[src/verilog/led_defs.svh]
`ifndef LED_DEFS_SVH
`define LED_DEFS_SVH

// panel geometry
`define LED_COLS 64
`define LED_ROWS 32
`define LED_PIXELS (`LED_COLS * `LED_ROWS)

// idle cycles after the last column slot of a row
`define ROW_GAP 3

// channel widths
`define LEVEL_BITS 8
`define PDM_BITS 10

`endif

[src/verilog/led_pkg.sv]
`include "led_defs.svh"

package led_pkg;

    typedef logic [$clog2(`LED_ROWS)-1:0] row_t;    // row pair index
    typedef logic [$clog2(`LED_COLS)-1:0] col_t;
    typedef logic [`LEVEL_BITS-1:0]       level_t;
    typedef logic [`PDM_BITS-1:0]         pdm_t;    // pdm value or error value

    typedef struct packed {
        level_t r;
        level_t g;
        level_t b;
    } rgb24_t;

    // also the error memory address
    typedef struct packed {
        row_t row;
        col_t col;
    } pixel_pos_t;

    // index is half * 3 + channel, channel 0 is blue
    typedef pdm_t [5:0] pix_err_t;

    typedef struct packed {
        logic [2:0] rgb0;    // top half
        logic [2:0] rgb1;    // bottom half
    } pix_bits_t;

    typedef struct packed {
        logic [2:0] rgb0;
        logic [2:0] rgb1;
        row_t       addr;
        logic       blank;
        logic       latch;
        logic       sclk;
    } panel_pins_t;

    typedef enum logic [1:0] {
        s_start,
        s_shift,
        s_blank,
        s_unblank
    } drv_state_t;

endpackage

[src/verilog/row_driver.sv]
`include "led_defs.svh"

module row_driver (
    input  logic                 clk,
    input  logic                 ext_reset,
    input  logic                 bits_valid,
    input  led_pkg::pix_bits_t   bits,
    input  led_pkg::pixel_pos_t  bits_pos,
    output led_pkg::panel_pins_t led_panel
);
    import led_pkg::*;

    drv_state_t state;
    logic       sclk_pend;   // data is on the pins, clock it next
    logic       last_pend;   // pending bit is the last of the row
    row_t       row_q;       // row being shifted

    always_ff @(posedge clk) begin
        if (bits_valid) begin
            row_q <= bits_pos.row;
        end
    end

    always_ff @(posedge clk or negedge ext_reset) begin
        if (!ext_reset) begin
            led_panel <= '{blank: 1'b1, default: '0};
            state     <= s_start;
            sclk_pend <= 1'b0;
            last_pend <= 1'b0;
        end else begin
            led_panel.sclk <= sclk_pend;   // one cycle pulse, data already stable
            sclk_pend      <= 1'b0;
            case (state)
                s_start, s_shift: begin
                    if (bits_valid) begin
                        led_panel.rgb0 <= bits.rgb0;
                        led_panel.rgb1 <= bits.rgb1;
                        sclk_pend      <= 1'b1;
                        last_pend      <= (bits_pos.col == col_t'(`LED_COLS - 1));
                        state          <= s_shift;
                    end
                    if (sclk_pend && last_pend) begin
                        last_pend <= 1'b0;
                        state     <= s_blank;   // 64th bit clocked now
                    end
                end
                s_blank: begin
                    led_panel.blank <= 1'b1;
                    led_panel.latch <= 1'b1;
                    state           <= s_unblank;
                end
                s_unblank: begin
                    led_panel.latch <= 1'b0;
                    led_panel.blank <= 1'b0;
                    led_panel.addr  <= row_q;   // show the row just latched
                    state           <= s_shift;
                end
                default: begin
                    state <= s_start;
                end
            endcase
        end
    end

endmodule

[config.mk]
export PLATFORM = sky130hd
export DESIGN_NAME = row_driver
export DESIGN_NICKNAME = d
export VERILOG_FILES = /design/src/verilog/led_pkg.sv /design/src/verilog/row_driver.sv
export VERILOG_INCLUDE_DIRS = /design/src /design/src/verilog
export SDC_FILE = /design/constraint.sdc
export NUM_CORES = 1
export LEC_CHECK = 0
export ABC_AREA = 1
export BUFFER_PORTS_ARGS = -buffer_cell sky130_fd_sc_hd__buf_4
export CAP_MARGIN = 40
export CELL_PAD_IN_SITES_DETAIL_PLACEMENT = 0
export CELL_PAD_IN_SITES_GLOBAL_PLACEMENT = 1
export CORE_ASPECT_RATIO = 1.1
export CORE_MARGIN = 2
export CORE_UTILIZATION = 38
export CTS_BUF_LIST = sky130_fd_sc_hd__clkbuf_4 sky130_fd_sc_hd__clkbuf_8
export CTS_CLUSTER_SIZE = 30
export DETAILED_ROUTE_END_ITERATION = 7
export PLACE_DENSITY = 0.9
export SLEW_MARGIN = 20
export SYNTH_ARGS = -nofsm -noshare
export SYNTH_HDL_FRONTEND = slang
export SYNTH_SLANG_ARGS = --single-unit
[constraint.sdc]
create_clock -name clk -period 1.9 [get_ports clk]
set_input_delay 0.095 -clock clk [delete_from_list [all_inputs] [get_ports clk]]
set_output_delay 0.095 -clock clk [all_outputs]
set_load 0.005 [all_outputs]
* After elaboration in Yosys (flattened, before gate mapping)
Cells that the tools add are included.
** Storage, ports and cells
- Memory bits (read-only) :: 0
- Memory bits (writable) :: 0
- Latch bits :: 0
- Logic and storage cells :: 30
- Memories kept :: 0
- Input bits :: 20
- Output and inout bits :: 14
- Bits in registers :: 23
** Operators by class
- Shift-type cells :: 0
- Reductions and logical operators :: 7
- Mux-type cells :: 8
- Magnitude comparators :: 0
- Bitwise logic cells :: 0
- Div/mod/pow operators :: 0
- $mul :: 0
- Eq/ne operators :: 5
- $add $sub $neg :: 0
** Operators by type and width (count)
- $eq 6x6->1 const B :: 1
- $pmux 2 s3 :: 1
- $eq 2x2->1 const B :: 2
- $mux 1 :: 4
- $mux 2 :: 2
- $pmux 2 s2 :: 1
- $reduce_and 2->1 :: 2
- $reduce_bool 2->1 :: 2
- $ne 3x3->1 const B :: 1
- $eq 2x1->1 const B :: 1
- $logic_not 2->1 :: 1
- $reduce_or 2->1 :: 1
- $logic_and 1x1->1 :: 1

* Longest topological paths before layout
- Depth in word-level cells :: 3
- Mapped depth :: 5
- Depth with buffers taken out :: 5

* Worst setup path before layout
OpenSTA, ideal clock, no wires.
- Path type :: register to register
- From :: reg state[1]
- To :: reg state[0]
- Data arrival time :: 0.719 ns
- Data required time :: 1.780 ns
- Cell stages (with the launch flop) :: 5
- Period minus slack after synthesis :: 0.838 ns
- Buffers on the path :: 0
- Setup time :: 0.120 ns
- Path slack :: 1.062 ns
- Cells stage by stage :: dfrtp_1 -> inv_2 -> nand3_1 -> o21ai_0 -> inv_1
** Between the ends
- Cells in the longest elaborated chain, start to end :: 3
- Elaborated cells on any way between the ends :: 7
- Classes of those cells :: eq/ne: 4; mux: 1; reduce/logical: 2
** Ends and longest elaborated chain
- from (decl) :: line row_driver.sv:13 : drv_state_t state;
- from (signal assigned) :: line row_driver.sv:27 : state <= s_start;
- from (signal assigned) :: line row_driver.sv:40 : state <= s_shift;
- from (signal assigned) :: line row_driver.sv:44 : state <= s_blank;
- $eq 2x1->1 or $logic_not 2->1 (tied branches) :: line row_driver.sv:33 : case (state)
- $reduce_or 2->1 :: line row_driver.sv:33
- $pmux 2 s3 or $ne 3x3->1 (tied branches)
Parallel ways exist; a longest one is shown, timed or not.
A chain may end at the register's enable or synchronous reset.

* Worst setup path in the final report
- From :: reg led_panel[2] (netlist bit)
- To :: out led_panel[2] (netlist bit)
** RTL lines
- from (decl) :: line row_driver.sv:9 : output led_pkg::panel_pins_t led_panel
No word-level cell between the ends.

==> out/results.tsv <==
metric	value	unit
num_rows	17	
syn_nets	103	
cts.clk_slew.worst_paths	0.12	ns
internal_power	0.737	mW
fp.dieArea	2600	µm²
p_seq_share	60.2	%
p_sw_share	21.9	%
multi_input_area	215	µm²
synth_seq_area_share	71.7	%
dr.pass1.iters	4	
fmax	963	MHz
synthTopCellsByArea	dfrtp_1 (51%), nand2_1 (21%), edfxtp_1 (18%)	
cts_buffer_depth	2	
seq_area	602	µm²
ys_types	10	
synthCells	83	
drtIter0Drc	12	
synth_ff_type	dfrtp_1	
yosysMostFrequentCell	nand2_1	
layout_setup_ws	0.862	ns
cp.buffers_inverters	1	
slew_viol_final	0	
path_class	flip-flop to output pin	
finalSetupViolations	0	
pwr-share-clk	23.9	%
fin_setup_tns	0	ns
clock_skew	0.00440	ns
core_area	2040	µm²
synth_area_per_cell	10.1	µm²
port_buffers	33	
yosysTopAreaCellShare	50.7	%
min_period_over_period	54.6	%
worstPathMaxFanout	2	
cp.required	1.80	ns
routedWlPerCell	10.4	µm
ys_top_cells_by_count	nand2_1 (47), dfrtp_1 (17), edfxtp_1 (5)	
ys_ff_latch	23	
rsz0062_at_grt	no	
drive_gt1_share	31.1	%
antenna_found_initial	0	
cts_num_sinks	23	
htreeDepth	1	
clk_latency	0.29	ns
num-fill-cells	181	
r2r_setup_slack	0.95	ns
layout.nets	153	
power_frac_comb	15.9	%
via_per_inst	4.24	
peakVddDrop	0.398	mV
outcome	finished clean	
slew_headroom	85.1	%
switchingPower	0.207	mW
path_cells	buf_4	
tightest_slew	0.224	ns
grt_pass1_vias	697	
syn2layout_area_growth	51.6	%
grt.overflow.total	0	
die_h	53.3	µm
post_cts_resized	0	
max_cap_viol_count	0	
ios	34	
vias	679	
cts_buffers	3	
synth_edf_count	5	
critPathCaptureType	output pin	
power-per-cell-area	741	nW/µm²
initial_core_util	41.1	%
start_kind	flip-flop	
critPathArrivalTime	0.94	ns
drtAntennaViolNets	0	
drc	0	
crit_family	flip-flops	
yosysTopAreaCell	dfrtp_1	
crit_path_top_delay_cell	dfstp_2	
slowest_delay	0.55	ns
ys_warn_count	0	
async_flop_share	78.3	%
grt_util_all_layers	15.0	%
syn-cell-area	840	µm²
hold_path.class	input pin to flip-flop	
cellLeakagePower	0.689	nW
grt_pass1_wl	2.94	mm
gp_congestion	0.682	
die_w	48.8	µm
clock-root-buffer	clkbuf_4	
dp_slack	0.948	ns
period_needed	1.04	ns
wl	1.67	mm
cts_tree	done	
final_hold_viol_count	0	
grt_max_degree	19	
antenna_cells	0	
dp_hpwl	1.19	mm
==> area by class of cell <==
class                   instances  share of cell area (%)
clock buffers                   4                    2.36
inverters                       6                    1.77
multi-input cells              54                    16.9
flip-flops and latches         23                    47.3
well taps                      28                    2.75
repair buffers                 45                    28.9
==> final timing paths <==
check,cells after the start,to,start
worst max-delay path,1,led_panel[2],led_panel[2]$_DFFE_PN1P_
min in group asynchronous,2,led_panel[1]$_DFFE_PN0P_,ext_reset
max in group asynchronous,2,led_panel[2]$_DFFE_PN1P_,ext_reset
worst min register to register,0,led_panel[0]$_DFF_PN0_,sclk_pend$_DFF_PN0_
worst max register to register,4,last_pend$_DFFE_PN0P_,state[1]$_DFFE_PN0P_
worst min-delay path,1,row_q[0]$_DFFE_PP_,bits_valid
==> power groups by stage <==
stage                     clock, mW  sequential, mW  combinational, mW
after detailed placement          0           0.578              0.133
after global placement            0           0.577              0.130
after floorplan                   0           0.579             0.0342
final                         0.225           0.568              0.150
after global routing          0.257           0.574              0.167
after CTS                     0.235           0.569              0.152
==> logic make-up (layout without fill, tap and decap cells) <==
logic type	Yosys count	in the layout	synth area share, %
buffers and inverters	6	55	2.68
AO/OA/AOI/OAI	1	1	0.596
flip-flops	23	23	71.7
AND/OR/NAND/NOR	53	53	25.0
==> per-layer routing <==
layer / part of all wire [%] / track usage (%) / up-vias
met3: 4.7 / 2.54 / 0
met2: 54 / 30.4 / 21
li1: - / - / 353
met1: 41 / 16.5 / 305
met4: 0 / 2.86 / 0
met5: 0 / 0 / -
==> cells in the final DEF (no fill, tap or decap) <==
cell,count
nand2_1,47
buf_4,33
dfrtp_1,17
dlygate4sd3_1,12
edfxtp_1,5
inv_1,4
clkbuf_4,4
nand3_1,3
inv_2,2
nor2_1,2
nand2_4,1
o21ai_0,1
dfstp_2,1
==> per-stage QoR <==
stage	hold slack, ns	area [µm²]	instances	total power [mW]	util [%]
floorplan	-0.201	840	83	0.613	-
global placement	-0.0260	1120	144	0.707	55.0
detailed placement	-0.0255	1120	144	0.711	55.0
CTS	0.0690	1270	160	0.956	62.3
global route	0.0579	1270	160	0.999	62.3
finish	0.0713	1270	160	0.943	62.3
==> sequential cells by signal, summed over array words and instances (netlist names) <==
| signal | flops |
|---|---|
| row_q | 5 |
| last_pend | 1 |
| led_panel | 14 |
| state | 2 |
| sclk_pend | 1 |
==> repair_timing <==
item / in CTS / in global routing
hold endpoints to repair: 29 / 0
hold buffers: 12 / 0
endpoints found under the setup margin: 0 / 0
setup buffers: 0 / 0
(Power assumes the default switching activity.)
