[config.mk]
export PLATFORM = sky130hd
export DESIGN_NAME = scan_counter
export DESIGN_NICKNAME = d
export VERILOG_FILES = /design/src/verilog/led_pkg.sv /design/src/verilog/scan_counter.sv
export VERILOG_INCLUDE_DIRS = /design/src /design/src/verilog
export SDC_FILE = /design/constraint.sdc
export NUM_CORES = 1
export LEC_CHECK = 0
export BUFFER_PORTS_ARGS = -buffer_cell sky130_fd_sc_hd__buf_2
export CAP_MARGIN = 20
export CORE_MARGIN = 2
export CORE_UTILIZATION = 55
export DETAILED_ROUTE_END_ITERATION = 8
export PLACE_DENSITY = 0.9
export SETUP_SLACK_MARGIN = 0.15
export SLEW_MARGIN = 10
export SYNTH_ARGS = -nofsm -noshare
export SYNTH_HDL_FRONTEND = slang
export SYNTH_SLANG_ARGS = --single-unit
export TNS_END_PERCENT = 10
[constraint.sdc]
create_clock -name clk -period 3.3 [get_ports clk]
set_input_delay 0.66 -clock clk [delete_from_list [all_inputs] [get_ports clk]]
set_output_delay 0.66 -clock clk [all_outputs]
set_load 0.01 [all_outputs]
[src/verilog/led_defs.svh]
`ifndef LED_DEFS_SVH
`define LED_DEFS_SVH

// panel geometry
`define LED_COLS 64
`define LED_ROWS 32
`define LED_PIXELS (`LED_COLS * `LED_ROWS)

// idle cycles after the last column slot of a row
`define ROW_GAP 3

// channel widths
`define LEVEL_BITS 8
`define PDM_BITS 10

`endif

[src/verilog/led_pkg.sv]
`include "led_defs.svh"

package led_pkg;

    typedef logic [$clog2(`LED_ROWS)-1:0] row_t;    // row pair index
    typedef logic [$clog2(`LED_COLS)-1:0] col_t;
    typedef logic [`LEVEL_BITS-1:0]       level_t;
    typedef logic [`PDM_BITS-1:0]         pdm_t;    // pdm value or error value

    typedef struct packed {
        level_t r;
        level_t g;
        level_t b;
    } rgb24_t;

    // also the error memory address
    typedef struct packed {
        row_t row;
        col_t col;
    } pixel_pos_t;

    // index is half * 3 + channel, channel 0 is blue
    typedef pdm_t [5:0] pix_err_t;

    typedef struct packed {
        logic [2:0] rgb0;    // top half
        logic [2:0] rgb1;    // bottom half
    } pix_bits_t;

    typedef struct packed {
        logic [2:0] rgb0;
        logic [2:0] rgb1;
        row_t       addr;
        logic       blank;
        logic       latch;
        logic       sclk;
    } panel_pins_t;

    typedef enum logic [1:0] {
        s_start,
        s_shift,
        s_blank,
        s_unblank
    } drv_state_t;

endpackage

[src/verilog/scan_counter.sv]
`include "led_defs.svh"

module scan_counter (
    input  logic                clk,
    input  logic                ext_reset,
    output logic                pixel_valid,
    output led_pkg::pixel_pos_t pos
);
    import led_pkg::*;

    localparam int GAP_W = $clog2(`ROW_GAP + 1);

    logic             phase;      // second cycle of a column slot
    logic             in_gap;     // idle cycles after the row
    logic [GAP_W-1:0] gap_cnt;
    col_t             col;
    row_t             row;

    always_ff @(posedge clk or negedge ext_reset) begin
        if (!ext_reset) begin
            phase   <= 1'b0;
            in_gap  <= 1'b0;
            gap_cnt <= '0;
            col     <= '0;
            row     <= '0;
        end else if (in_gap) begin
            if (gap_cnt == GAP_W'(`ROW_GAP - 1)) begin
                in_gap  <= 1'b0;
                gap_cnt <= '0;
                // wrap ends the subframe
                if (row == row_t'(`LED_ROWS - 1)) begin
                    row <= '0;
                end else begin
                    row <= row + 1'b1;
                end
            end else begin
                gap_cnt <= gap_cnt + 1'b1;
            end
        end else begin
            phase <= ~phase;
            if (phase) begin
                if (col == col_t'(`LED_COLS - 1)) begin
                    col    <= '0;
                    in_gap <= 1'b1;   // last slot done
                end else begin
                    col <= col + 1'b1;
                end
            end
        end
    end

    assign pixel_valid = ~phase & ~in_gap;   // first cycle of each slot
    assign pos         = '{row: row, col: col};

endmodule
### After elaboration in Yosys (flattened, before gate mapping)

Cells that the tools add are included.
Widths: inputs -> output; s select.

* register bits after elaboration: 15
* input bits: 2

* add/sub/neg operators: 3
* equal/unequal tests: 3
* mux-type cells: 7
* bitwise operators: 3
* reductions and logical operators: 2

Operators by type and width (number)
* $add 6x1->6 const B: 1
* $eq 6x6->1 const B: 1
* $mux 6: 1
* $add 5x1->5 const B: 1
* $eq 5x5->1 const B: 1
* $mux 5: 1
* $mux 1: 4
* $reduce_and 2->1: 2
* $add 2x1->2 const B: 1
* $eq 2x2->1 const B: 1
* $mux 2: 1
* $not 1->1: 2
* $and 1x1->1: 1

### Depth between registers and ports, before layout

Gate-level depths: netlist of run 1.

* depth after elaboration: 4
* gate-level depth with buffers: 6

### Least setup slack after synthesis of run 1

Ideal clock, no wire load.

* kind: register to register
* start: register row[0]
* end: register row[2]
* library setup time: 66 ps
* arrival: 1615 ps
* slack: 1619 ps
* cell stages (with the launch flop): 6
* buffers on the path: 0
* period minus slack after synthesis: 1681 ps
* cell sequence: dfrtp_1 > ha_1 > and3_1 > ha_1 > or4b_1 > nand2_1

* word-level cells in the longest chain between the ends: 2

Ends and longest elaborated chain
* start: declaration: line scan_counter.sv:17 `row_t row;`
* start signal: assignment: line scan_counter.sv:34 `row <= row + 1'b1;`
* $add 5x1->5 / $eq 5x5->1 (equally long branches): line scan_counter.sv:34, scan_counter.sv:31
* $mux 5 (*): line scan_counter.sv:31 `` if (row == row_t'(`LED_ROWS - 1)) begin ``

Mark *: on every way between the ends. The rest lies on a longest branch, timed or not.
A chain may end at the register's enable or synchronous reset.

### Worst setup path after layout of run 1

Ends and elaborated chain as after synthesis.

==> run_results.csv, run 1 <==
group,metric,value,unit
setup_path,start_kind,"register",
drt,drt_iter0_markers,8,
run_status,outcome,"complete, no violations",
clocking,clock_latency,0.28,ns
pwr,ir_worst_vdd,0.203,mV
synthesis,yosys_warnings,0,
sta,tns,0,ns
clocking,htreeDepth,1,
setup_path,crit_chain,"ha_1 > and3_1 > ha_1 > or4b_1 > nand2_1",
floorplanning,num_io_pins,14,
hold_path,min_path_type,"primary input to async pin",
setup_path,worst-setup-path-type,"register to register",
drt,dr.pass1.iters,4,
floorplanning,dieHeight,40.2,microns
setup_path,timing.critical_path.mode_cell,"ha_1",
grt,grt.total_usage,20.3,%
clocking,cts_setup_buffers,0,
floorplanning,dieArea,1620,sq um
sta,setup_viol_count_final,0,
drt,wl_per_cell,13.9,microns
drt,drt_wl_total,1370,microns
setup_path,r2r_cells,5,
synthesis,synth_seq_area_share,52.1,%
pwr,switching_share,20.8,%
placement,gp_congestion,0.674,
sta,maxSlewHeadroom,78.3,%
sta,skew,0.00139,ns
cells_and_area,final_common_cell,"dfrtp_1",
synthesis,synth_area,721,sq um
drt,vias,586,
placement,dpl_cell_area,793,sq um
sta,rsz0062_at_grt,"false",
pwr,p_total,0.292,mW
flow_run,drv_cap,0,
pwr,sequentialPowerShare,62.9,%
cells_and_area,antenna_cells,0,
cells_and_area,design_area,820,sq um
synthesis,muxShareOfSynthArea,4.51,%
setup_path,cp-startpoint,"row[0]$_DFFE_PN0P_",
floorplanning,rows,13,
clocking,root_buffer,"clkbuf_4",
drt,routed_via_density,5.92,
cells_and_area,areaGrowthSynthToFinish,13.7,%
clocking,hold_buffers,0,
floorplanning,start_util,56.8,%
sta,hold_viol,0,
floorplanning,die_x,40.2,microns
synthesis,synth_xor_area_share,3.65,%
cells_and_area,nFillCells,108,
clocking,tritoncts,"done",
floorplanning,coreArea,1270,sq um
setup_path,cp_max_fo,6,
pwr,p_int,0.231,mW
placement,hpwl,972,microns
sta,fin_crit_sh,53.0,%
grt,grt_max_degree,16,
sta,max_freq,0.572,GHz
clocking,cts_buffer_depth,2,
drt,drc,0,
synthesis,synth_nets,73,
setup_path,cpPeakStageDelay,0.51,ns
pwr,p_switching,0.0608,mW
synthesis,synth_compound_area_share,9.72,%
clocking,cts.clk_slew.worst_paths,0.09,ns
pwr,power_leakage,0.437,nW
setup_path,worst-path-buf-inv,0,
cells_and_area,drive_above_1_share,23.8,%
setup_path,cp_slowest_cell,"or4b_1",
pwr,pwr-share-comb,1.3,%
synthesis,ys_types,26,
grt,grt-ovfl-total,0,
synthesis,synth_top_family_by_area,"simple AND/OR/NAND/NOR gates",
placement,port-buffer-count,13,
synthesis,synthTopCellsByArea,"dfrtp_1 (52%), ha_1 (5.2%), o21ai_0 (4.9%)",
synthesis,synth_top_area_cell,"dfrtp_1",
drt,ant_nets,0,
clocking,cts-resized-gates,0,
cells_and_area,final_cells,99,
setup_path,worst-path-stages,5,
synthesis,netlist.area_leader.share,52.1,%
synthesis,synth-seq-cells,15,
setup_path,crit_end,"row[2]$_DFFE_PN0P_",
setup_path,end_kind,"register",
synthesis,avgSynthCellArea,10.6,sq um
placement,dp.cells,95,
setup_path,r2r-end,"row[2]$_DFFE_PN0P_",
setup_path,critPathRequiredTime,3.53,ns
cells_and_area,final_cell_mix,"dfrtp_1 (15), buf_2 (13), nand2_1 (9), o21ai_0 (7), nand3_1 (6)",
setup_path,arrival,1.98,ns
pwr,power.density,356,nW/um^2
setup_path,ff2ff_setup_slack,1.55,ns
setup_path,crit_family,"simple AND/OR/NAND/NOR gates",
cells_and_area,final_core_util,64.6,%
synthesis,synthAdderAreaFrac,5.21,%
cells_and_area,layout.nets,90,
clocking,cts_num_sinks,15,
pwr,power.share.clock,35.8,%
synthesis,synthSimpleGateAreaFrac,22.2,%
grt,grt_first_pass_wirelength,2080,microns
sta,period_needed,1.75,ns
sta,drv_slew,0,
synthesis,synthCells,68,
sta,worstMarginPinSlew,0.326,ns
grt,antenna_found_initial,0,
setup_path,worstReg2RegStart,"row[0]$_DFFE_PN0P_",
clocking,cts_made_buffers,3,
grt,grt_pass1_vias,495,
kinds of logic after synthesis:
kind of cell | count (synthesis)
buffers and inverters | 3
AOI/OAI and AO/OA | 12
DFF | 15
adders and majority gates | 3
and+or+nand+nor | 29
xor gates and xnor gates | 3
muxes | 3
synthesized netlist by cell type:
| cell | instances |
|---|---|
| ha_1 | 3 |
| nand4_1 | 1 |
| nand2_1 | 9 |
| nand2b_4 | 1 |
| dfrtp_1 | 15 |
| xnor2_1 | 3 |
| nand3b_2 | 1 |
| o41ai_1 | 1 |
| or4b_1 | 1 |
| a31oi_1 | 1 |
| a21oi_1 | 1 |
| and3_1 | 1 |
| or4_1 | 1 |
| nor2_1 | 3 |
| mux2i_1 | 1 |
| or3_1 | 2 |
| nor2b_1 | 1 |
| buf_6 | 1 |
| nor3_1 | 1 |
| o31ai_1 | 1 |
| a21o_1 | 1 |
| nand2b_1 | 1 |
| mux2_2 | 2 |
| inv_1 | 2 |
| nand3_1 | 6 |
| o21ai_0 | 7 |
final cells by class:
class                   count  area (sq um)  area share, %
flip-flops and latches     15           375           45.8
repair buffers             13          65.1           7.94
multi-input cells          50           327           39.8
clock buffers               4          26.3           3.21
inverters                   2          7.51          0.916
well taps                  15          18.8           2.29
how the worst min path moves through the flow:
stage                                   from                endpoint  cells after the start
after floorplan                    ext_reset      col[0]$_DFFE_PN0P_                      0
after global placement    row[3]$_DFFE_PN0P_      row[3]$_DFFE_PN0P_                      1
after detailed placement  row[3]$_DFFE_PN0P_      row[3]$_DFFE_PN0P_                      1
after CTS                          ext_reset      row[2]$_DFFE_PN0P_                      1
after global routing               ext_reset  gap_cnt[0]$_DFFE_PN0P_                      1
final                              ext_reset  gap_cnt[1]$_DFFE_PN0P_                      1
flip-flops by register name, indices dropped and copies added (netlist names):
| name | cells |
|---|---|
| col | 6 |
| row | 5 |
| gap_cnt | 2 |
| in_gap | 1 |
| phase | 1 |
through the flow:
stage                     hold slack (ns)  setup slack (ns)
after floorplan                     0.364              1.62
after global placement              0.483              1.64
after detailed placement            0.484              1.57
after CTS                           0.273              1.54
after global routing                0.290              1.49
final                               0.259              1.55
routing by layer:
layer | global-route usage [%] | share of wire, % | vias to the layer above
met4 | 10.0 | 1.7 | 0
met1 | 24.1 | 42 | 276
met2 | 35.1 | 50 | 30
li1 | - | - | 277
met5 | 0 | 0 | -
met3 | 3.33 | 6.2 | 3
power groups by stage:
stage / registers [mW] / clock network [mW] / logic, mW
after floorplan: 0.187 / 0 / 0.000000169
after global placement: 0.187 / 0 / 0.00406
after detailed placement: 0.187 / 0 / 0.00417
after CTS: 0.184 / 0.107 / 0.00417
after global routing: 0.184 / 0.114 / 0.00479
final: 0.184 / 0.104 / 0.00374
(Power assumes the default switching activity.)
==> run 2: changes to the inputs <==
--- a/config.mk
+++ b/config.mk
@@ -9,9 +9,9 @@
 export BUFFER_PORTS_ARGS = -buffer_cell sky130_fd_sc_hd__buf_2
 export CAP_MARGIN = 20
 export CORE_MARGIN = 2
-export CORE_UTILIZATION = 55
+export CORE_UTILIZATION = 46
 export DETAILED_ROUTE_END_ITERATION = 8
-export PLACE_DENSITY = 0.9
+export PLACE_DENSITY = 0.82
 export SETUP_SLACK_MARGIN = 0.15
 export SLEW_MARGIN = 10
 export SYNTH_ARGS = -nofsm -noshare
==> constraint.sdc (replaced) <==
create_clock -name clk -period 1.45 [get_ports clk]
set_input_delay 0.29 -clock clk [delete_from_list [all_inputs] [get_ports clk]]
set_output_delay 0.29 -clock clk [all_outputs]
set_load 0.01 [all_outputs]
==> run 2 against run 1 <==
Net effect:
- the run now ends with setup timing left
- sequential share of layout area down 6.0 points
- register-to-register slack got worse by 1.6 ns
- routed wire length down 5.2%
- utilization fell by 0.48 points
- non-clock buffer count increased by 8
- hold slack better by 0.18 ns
- final cell count is 9.1% higher
- clock power rose by 130%
- worst setup slack worse by 1.6 ns
- via count is 0.17% lower
- largest cell class is now multi-input gates
==> run_results.csv, run 2 (synthesized netlist as in run 1, its figures left out) <==
group,metric,value,unit
sta,setup_viol_count_final,1,
clocking,cts_num_sinks,15,
sta,skew,0.00784,ns
setup_path,timing.critical_path.mode_cell,"ha_4",
drt,dr.pass1.iters,3,
setup_path,cp-startpoint,"row[1]$_DFFE_PN0P_",
clocking,cts_buffer_depth,2,
drt,drt_iter0_markers,10,
sta,max_freq,0.665,GHz
clocking,clock_latency,0.28,ns
placement,hpwl,971,microns
setup_path,cp_slowest_cell,"or4b_1",
floorplanning,die_x,43.6,microns
floorplanning,start_util,48.4,%
pwr,ir_worst_vdd,0.567,mV
sta,finalWorstSetupSlack,-0.0543,ns
grt,grt_first_pass_wirelength,2460,microns
drt,drt_wl_total,1300,microns
sta,hold_viol,0,
clocking,cts_made_buffers,3,
drt,ant_nets,0,
clocking,tritoncts,"done",
clocking,cts.clk_slew.worst_paths,0.09,ns
setup_path,crit_chain,"ha_4 > and3_4 > ha_4 > or4b_1 > nand2_1",
setup_path,end_kind,"register",
cells_and_area,final_cell_mix,"buf_2 (13), dfrtp_1 (11), nand2_1 (9)",
sta,drv_slew,0,
setup_path,arrival,1.72,ns
sta,worstMarginPinSlew,0.337,ns
setup_path,start_kind,"register",
setup_path,ff2ff_setup_slack,-0.05,ns
setup_path,critPathRequiredTime,1.67,ns
clocking,cts_setup_buffers,0,
pwr,power_leakage,0.477,nW
cells_and_area,top_regs,"col (6), row (5), gap_cnt (2)",
flow_run,drv_cap,0,
sta,maxSlewHeadroom,77.5,%
placement,gp_congestion,0.745,
clocking,htreeDepth,1,
floorplanning,coreArea,1490,sq um
pwr,power.density,694,nW/um^2
placement,dp_slack,-0.0232,ns
drt,wl_per_cell,12.0,microns
cells_and_area,largest_register,"col",
grt,grt-ovfl-total,0,
cells_and_area,antenna_cells,0,
setup_path,worstReg2RegStart,"row[1]$_DFFE_PN0P_",
cells_and_area,areaGrowthSynthToFinish,32.5,%
floorplanning,rows,14,
grt,grt_max_degree,16,
setup_path,r2r_cells,5,
cells_and_area,drive_above_1_share,42.4,%
drt,vias,585,
sta,fin_crit_sh,104,%
floorplanning,num_io_pins,14,
clocking,root_buffer,"clkbuf_4",
cells_and_area,largest_reg_flops,6,
run_status,violations,"setup timing",
setup_path,r2r-end,"row[2]$_DFFE_PN0P_",
drt,routed_via_density,5.42,
cells_and_area,layout.nets,98,
grt,antenna_found_initial,0,
setup_path,cp_max_fo,2,
run_status,outcome,"finished with violations",
drt,drc,0,
grt,grt_pass1_vias,559,
floorplanning,dieArea,1900,sq um
cells_and_area,final_common_cell,"buf_2",
sta,period_needed,1.50,ns
sta,rsz0062_at_grt,"true",
setup_path,worst-setup-path-type,"register to register",
pwr,p_total,0.662,mW
hold_path,min_path_type,"primary input to async pin",
grt,grt.total_usage,17.3,%
setup_path,cpPeakStageDelay,0.45,ns
placement,port-buffer-count,13,
floorplanning,dieHeight,43.6,microns
run 2: changes by cell type in the layout (fill, tap and decap cells not counted), sizes merged:
cell         change
buf              +7
clkbuf           -1
clkinv           +1
dlygate4sd3      +1
run 2: layer usage:
| metal | up-vias | global-route usage [%] | wire length (microns) |
|---|---|---|---|
| met4 | 0 | 7.27 | 0 |
| met2 | 14 | 26.8 | 634 |
| li1 | 293 | - | - |
| met1 | 278 | 23.5 | 615 |
| met3 | 0 | 3.75 | 51 |
| met5 | - | 0 | 0 |
run 2: layout make-up:
type	count	area, sq um
Fill cell	111	534
Multi-Input combinational cell	50	388
Sequential cell	15	380
Timing Repair Buffer	21	131
Clock buffer	3	22.5
Tap cell	16	20.0
Inverter	2	7.51
Clock inverter	1	5.00
run 2: how the worst max path moves through the flow:
stage,endpoint,slack (ns),cells past startpoint
5_1_grt,row[2]$_DFFE_PN0P_,-0.12,5
6_report,row[2]$_DFFE_PN0P_,-0.05,5
3_5_place_dp,row[2]$_DFFE_PN0P_,-0.02,5
2_1_floorplan,row[2]$_DFFE_PN0P_,-0.07,5
4_1_cts,row[2]$_DFFE_PN0P_,-0.05,5
3_3_place_gp,row[2]$_DFFE_PN0P_,-0.004,5
run 2: timing repair:
action	CTS	global route
hold buffers	1	0
setup endpoints to repair	6	9
hold endpoints to repair	15	0
resized for setup	2	8
pin swaps	1	5
run 2: worst max-delay path: cells and delay by family, from the launching register on:
| kind | cells | cell delay [ns] |
|---|---|---|
| adders and majority gates | 2 | 0.31 |
| DFF | 1 | 0.43 |
| and+or+nand+nor | 3 | 0.70 |
run 2: stage by stage:
stage	util (%)	cell area [sq um]	TNS, ns	std cells	hold WS, ns
final	64.1	955	-0.0543	108	0.436
after detailed placement	59.1	880	-0.0322	103	0.214
after global routing	64.1	955	-0.185	108	0.448
after CTS	62.0	923	-0.0759	108	0.433
after global placement	59.1	880	-0.00354	103	0.212
after floorplan	-	753	-0.0697	68	-0.00559
run 2: where the power goes:
| group | switching, mW | internal [mW] |
|---|---|---|
| clock | 0.131 | 0.102 |
| combinational | 0.00811 | 0.00274 |
| sequential | 0 | 0.418 |
==> run 3: changes to the inputs <==
--- a/config.mk
+++ b/config.mk
@@ -8,10 +8,12 @@
 export LEC_CHECK = 0
 export BUFFER_PORTS_ARGS = -buffer_cell sky130_fd_sc_hd__buf_2
 export CAP_MARGIN = 20
+export CELL_PAD_IN_SITES_DETAIL_PLACEMENT = 1
+export CELL_PAD_IN_SITES_GLOBAL_PLACEMENT = 2
 export CORE_MARGIN = 2
-export CORE_UTILIZATION = 46
+export CORE_UTILIZATION = 29
 export DETAILED_ROUTE_END_ITERATION = 8
-export PLACE_DENSITY = 0.82
+export PLACE_DENSITY = 0.81
 export SETUP_SLACK_MARGIN = 0.15
 export SLEW_MARGIN = 10
 export SYNTH_ARGS = -nofsm -noshare
==> run 3 against run 2 <==
Net effect:
- the flow still finishes with violations (setup timing)
- largest power group unchanged
- via count grew 3.8%
- critical endpoint unchanged
- clock-buffer cell count increased by 1
- routed wire length is 34% higher
- register-to-register slack worse by 0.03 ns
- flip-flop and latch count is the same
- largest cell class is now sequential cells
==> run_results.csv, run 3 (synthesized netlist as in run 1, its figures left out) <==
group,metric,value,unit
sta,hold_viol,0,
floorplanning,die_x,53.9,microns
drt,dr.pass1.iters,4,
setup_path,timing.critical_path.mode_cell,"ha_4",
cells_and_area,final_cell_mix,"buf_2 (13), dfrtp_1 (12), nand2_1 (8), o21ai_0 (7), buf_4 (7)",
clocking,cts_num_sinks,15,
setup_path,cpPeakStageDelay,0.47,ns
pwr,power_leakage,0.477,nW
sta,drv_slew,0,
sta,finalWorstSetupSlack,-0.0868,ns
drt,wl_per_cell,14.2,microns
setup_path,start_kind,"register",
clocking,cts_buffer_depth,2,
floorplanning,dieArea,2900,sq um
placement,gp_congestion,0.691,
setup_path,cp_slowest_cell,"or4b_1",
floorplanning,rows,18,
floorplanning,coreArea,2410,sq um
grt,grt-ovfl-total,0,
pwr,power.density,683,nW/um^2
drt,routed_via_density,4.93,
cells_and_area,drive_above_1_share,41.9,%
sta,fin_crit_sh,106,%
setup_path,ff2ff_setup_slack,-0.09,ns
grt,grt_pass1_vias,632,
floorplanning,dieHeight,53.9,microns
cells_and_area,multi_input_area,377,sq um
setup_path,end_kind,"register",
setup_path,crit_family,"simple AND/OR/NAND/NOR gates",
clocking,root_buffer,"clkbuf_4",
placement,hpwl,1320,microns
sta,period_needed,1.54,ns
cells_and_area,largest_reg_flops,6,
clocking,htreeDepth,1,
setup_path,arrival,1.75,ns
sta,worstMarginPinSlew,0.350,ns
clocking,clock_latency,0.27,ns
cells_and_area,regArea,379,sq um
drt,vias,607,
clocking,cts.clk_slew.worst_paths,0.09,ns
setup_path,worstReg2RegStart,"row[1]$_DFFE_PN0P_",
setup_path,worst-path-stages,5,
cells_and_area,areaGrowthSynthToFinish,34.0,%
clocking,cts_made_buffers,3,
setup_path,crit_chain,"ha_4 > and3_4 > ha_4 > or4b_1 > nand2_1",
drt,drt_wl_total,1740,microns
setup_path,critPathRequiredTime,1.66,ns
sta,max_freq,0.651,GHz
hold_path,min_path_type,"primary input to async pin",
flow_run,drv_cap,0,
cells_and_area,layout.nets,99,
setup_path,r2r-end,"row[2]$_DFFE_PN0P_",
setup_path,worst-setup-path-type,"register to register",
drt,drc,0,
grt,grt_first_pass_wirelength,2750,microns
sta,holdWs,0.442,ns
sta,setup_viol_count_final,2,
setup_path,r2r_cells,5,
floorplanning,num_io_pins,14,
cells_and_area,top_regs,"col (6), row (5), gap_cnt (2)",
clocking,tritoncts,"done",
sta,maxSlewHeadroom,76.7,%
grt,grt.total_usage,13.4,%
drt,drt_iter0_markers,7,
cells_and_area,final_common_cell,"buf_2",
cells_and_area,largest_register,"col",
sta,skew,0.00176,ns
placement,dp_slack,-0.0518,ns
floorplanning,start_util,29.9,%
placement,port-buffer-count,13,
setup_path,cp_max_fo,2,
sta,rsz0062_at_grt,"true",
cells_and_area,antenna_cells,0,
drt,ant_nets,0,
cells_and_area,nFillCells,283,
setup_path,worst-path-buf-inv,0,
grt,grt_max_degree,16,
pwr,ir_worst_vdd,0.344,mV
grt,antenna_found_initial,0,
run_status,outcome,"finished with violations",
run_status,violations,"setup timing",
## run 3: what timing repair did
action / CTS / global route
endpoints found under the setup margin: 6 / 10
endpoints found under the hold margin: 15 / 0
resized for setup: 1 / 6
hold buffers: 1 / 0
buffers inserted: 0 / 0
pin swaps: 1 / 4
## run 3: final cells by class
| class | count | area share [%] |
|---|---|---|
| clock buffer | 4 | 2.72 |
| inverter | 2 | 0.777 |
| multi-input combinational | 50 | 39.0 |
| sequential | 15 | 39.2 |
| tap | 30 | 3.89 |
| timing repair buffer | 22 | 14.4 |
## run 3: per-stage QoR
| step | power, mW | cell area, sq um | setup TNS [ns] | utilization (%) | instances |
|---|---|---|---|---|---|
| 2_1_floorplan | 0.426 | 753 | -0.0697 | - | 68 |
| 3_3_place_gp | 0.436 | 905 | -0.00396 | 37.5 | 118 |
| 3_5_place_dp | 0.436 | 905 | -0.103 | 37.5 | 118 |
| 4_1_cts | 0.680 | 945 | -0.148 | 39.2 | 123 |
| 5_1_grt | 0.696 | 966 | -0.286 | 40.1 | 123 |
| 6_report | 0.660 | 966 | -0.149 | 40.1 | 123 |
## run 3: worst reg2reg max path, stage by stage (launching register included)
cell,delay [ns]
dfrtp_2,0.44
ha_4,0.17
and3_4,0.18
ha_4,0.15
or4b_1,0.47
nand2_1,0.08
## run 3: worst max path at each step
stage | slack (ns) | end | startpoint
after global placement | -0.004 | row[2]$_DFFE_PN0P_ | row[1]$_DFFE_PN0P_
after global routing | -0.13 | row[3]$_DFFE_PN0P_ | row[0]$_DFFE_PN0P_
after detailed placement | -0.05 | row[3]$_DFFE_PN0P_ | row[1]$_DFFE_PN0P_
final | -0.09 | row[2]$_DFFE_PN0P_ | row[1]$_DFFE_PN0P_
after CTS | -0.08 | row[2]$_DFFE_PN0P_ | row[1]$_DFFE_PN0P_
after floorplan | -0.07 | row[2]$_DFFE_PN0P_ | row[0]$_DFFE_PN0P_
## run 3: metal layers
layer / global-route usage [%] / up-vias / share of wire (%)
met5: 0 / - / 0
met4: 5.13 / 0 / 0
met3: 2.50 / 0 / 3.7
met2: 24.0 / 12 / 54
met1: 15.5 / 301 / 42
li1: - / 294 / -
## run 3: power breakdown
group	internal [mW]	leakage [nW]	switching [mW]
registers	0.418	0.190	0
clock network	0.106	0.0150	0.125
logic	0.00273	0.272	0.00835
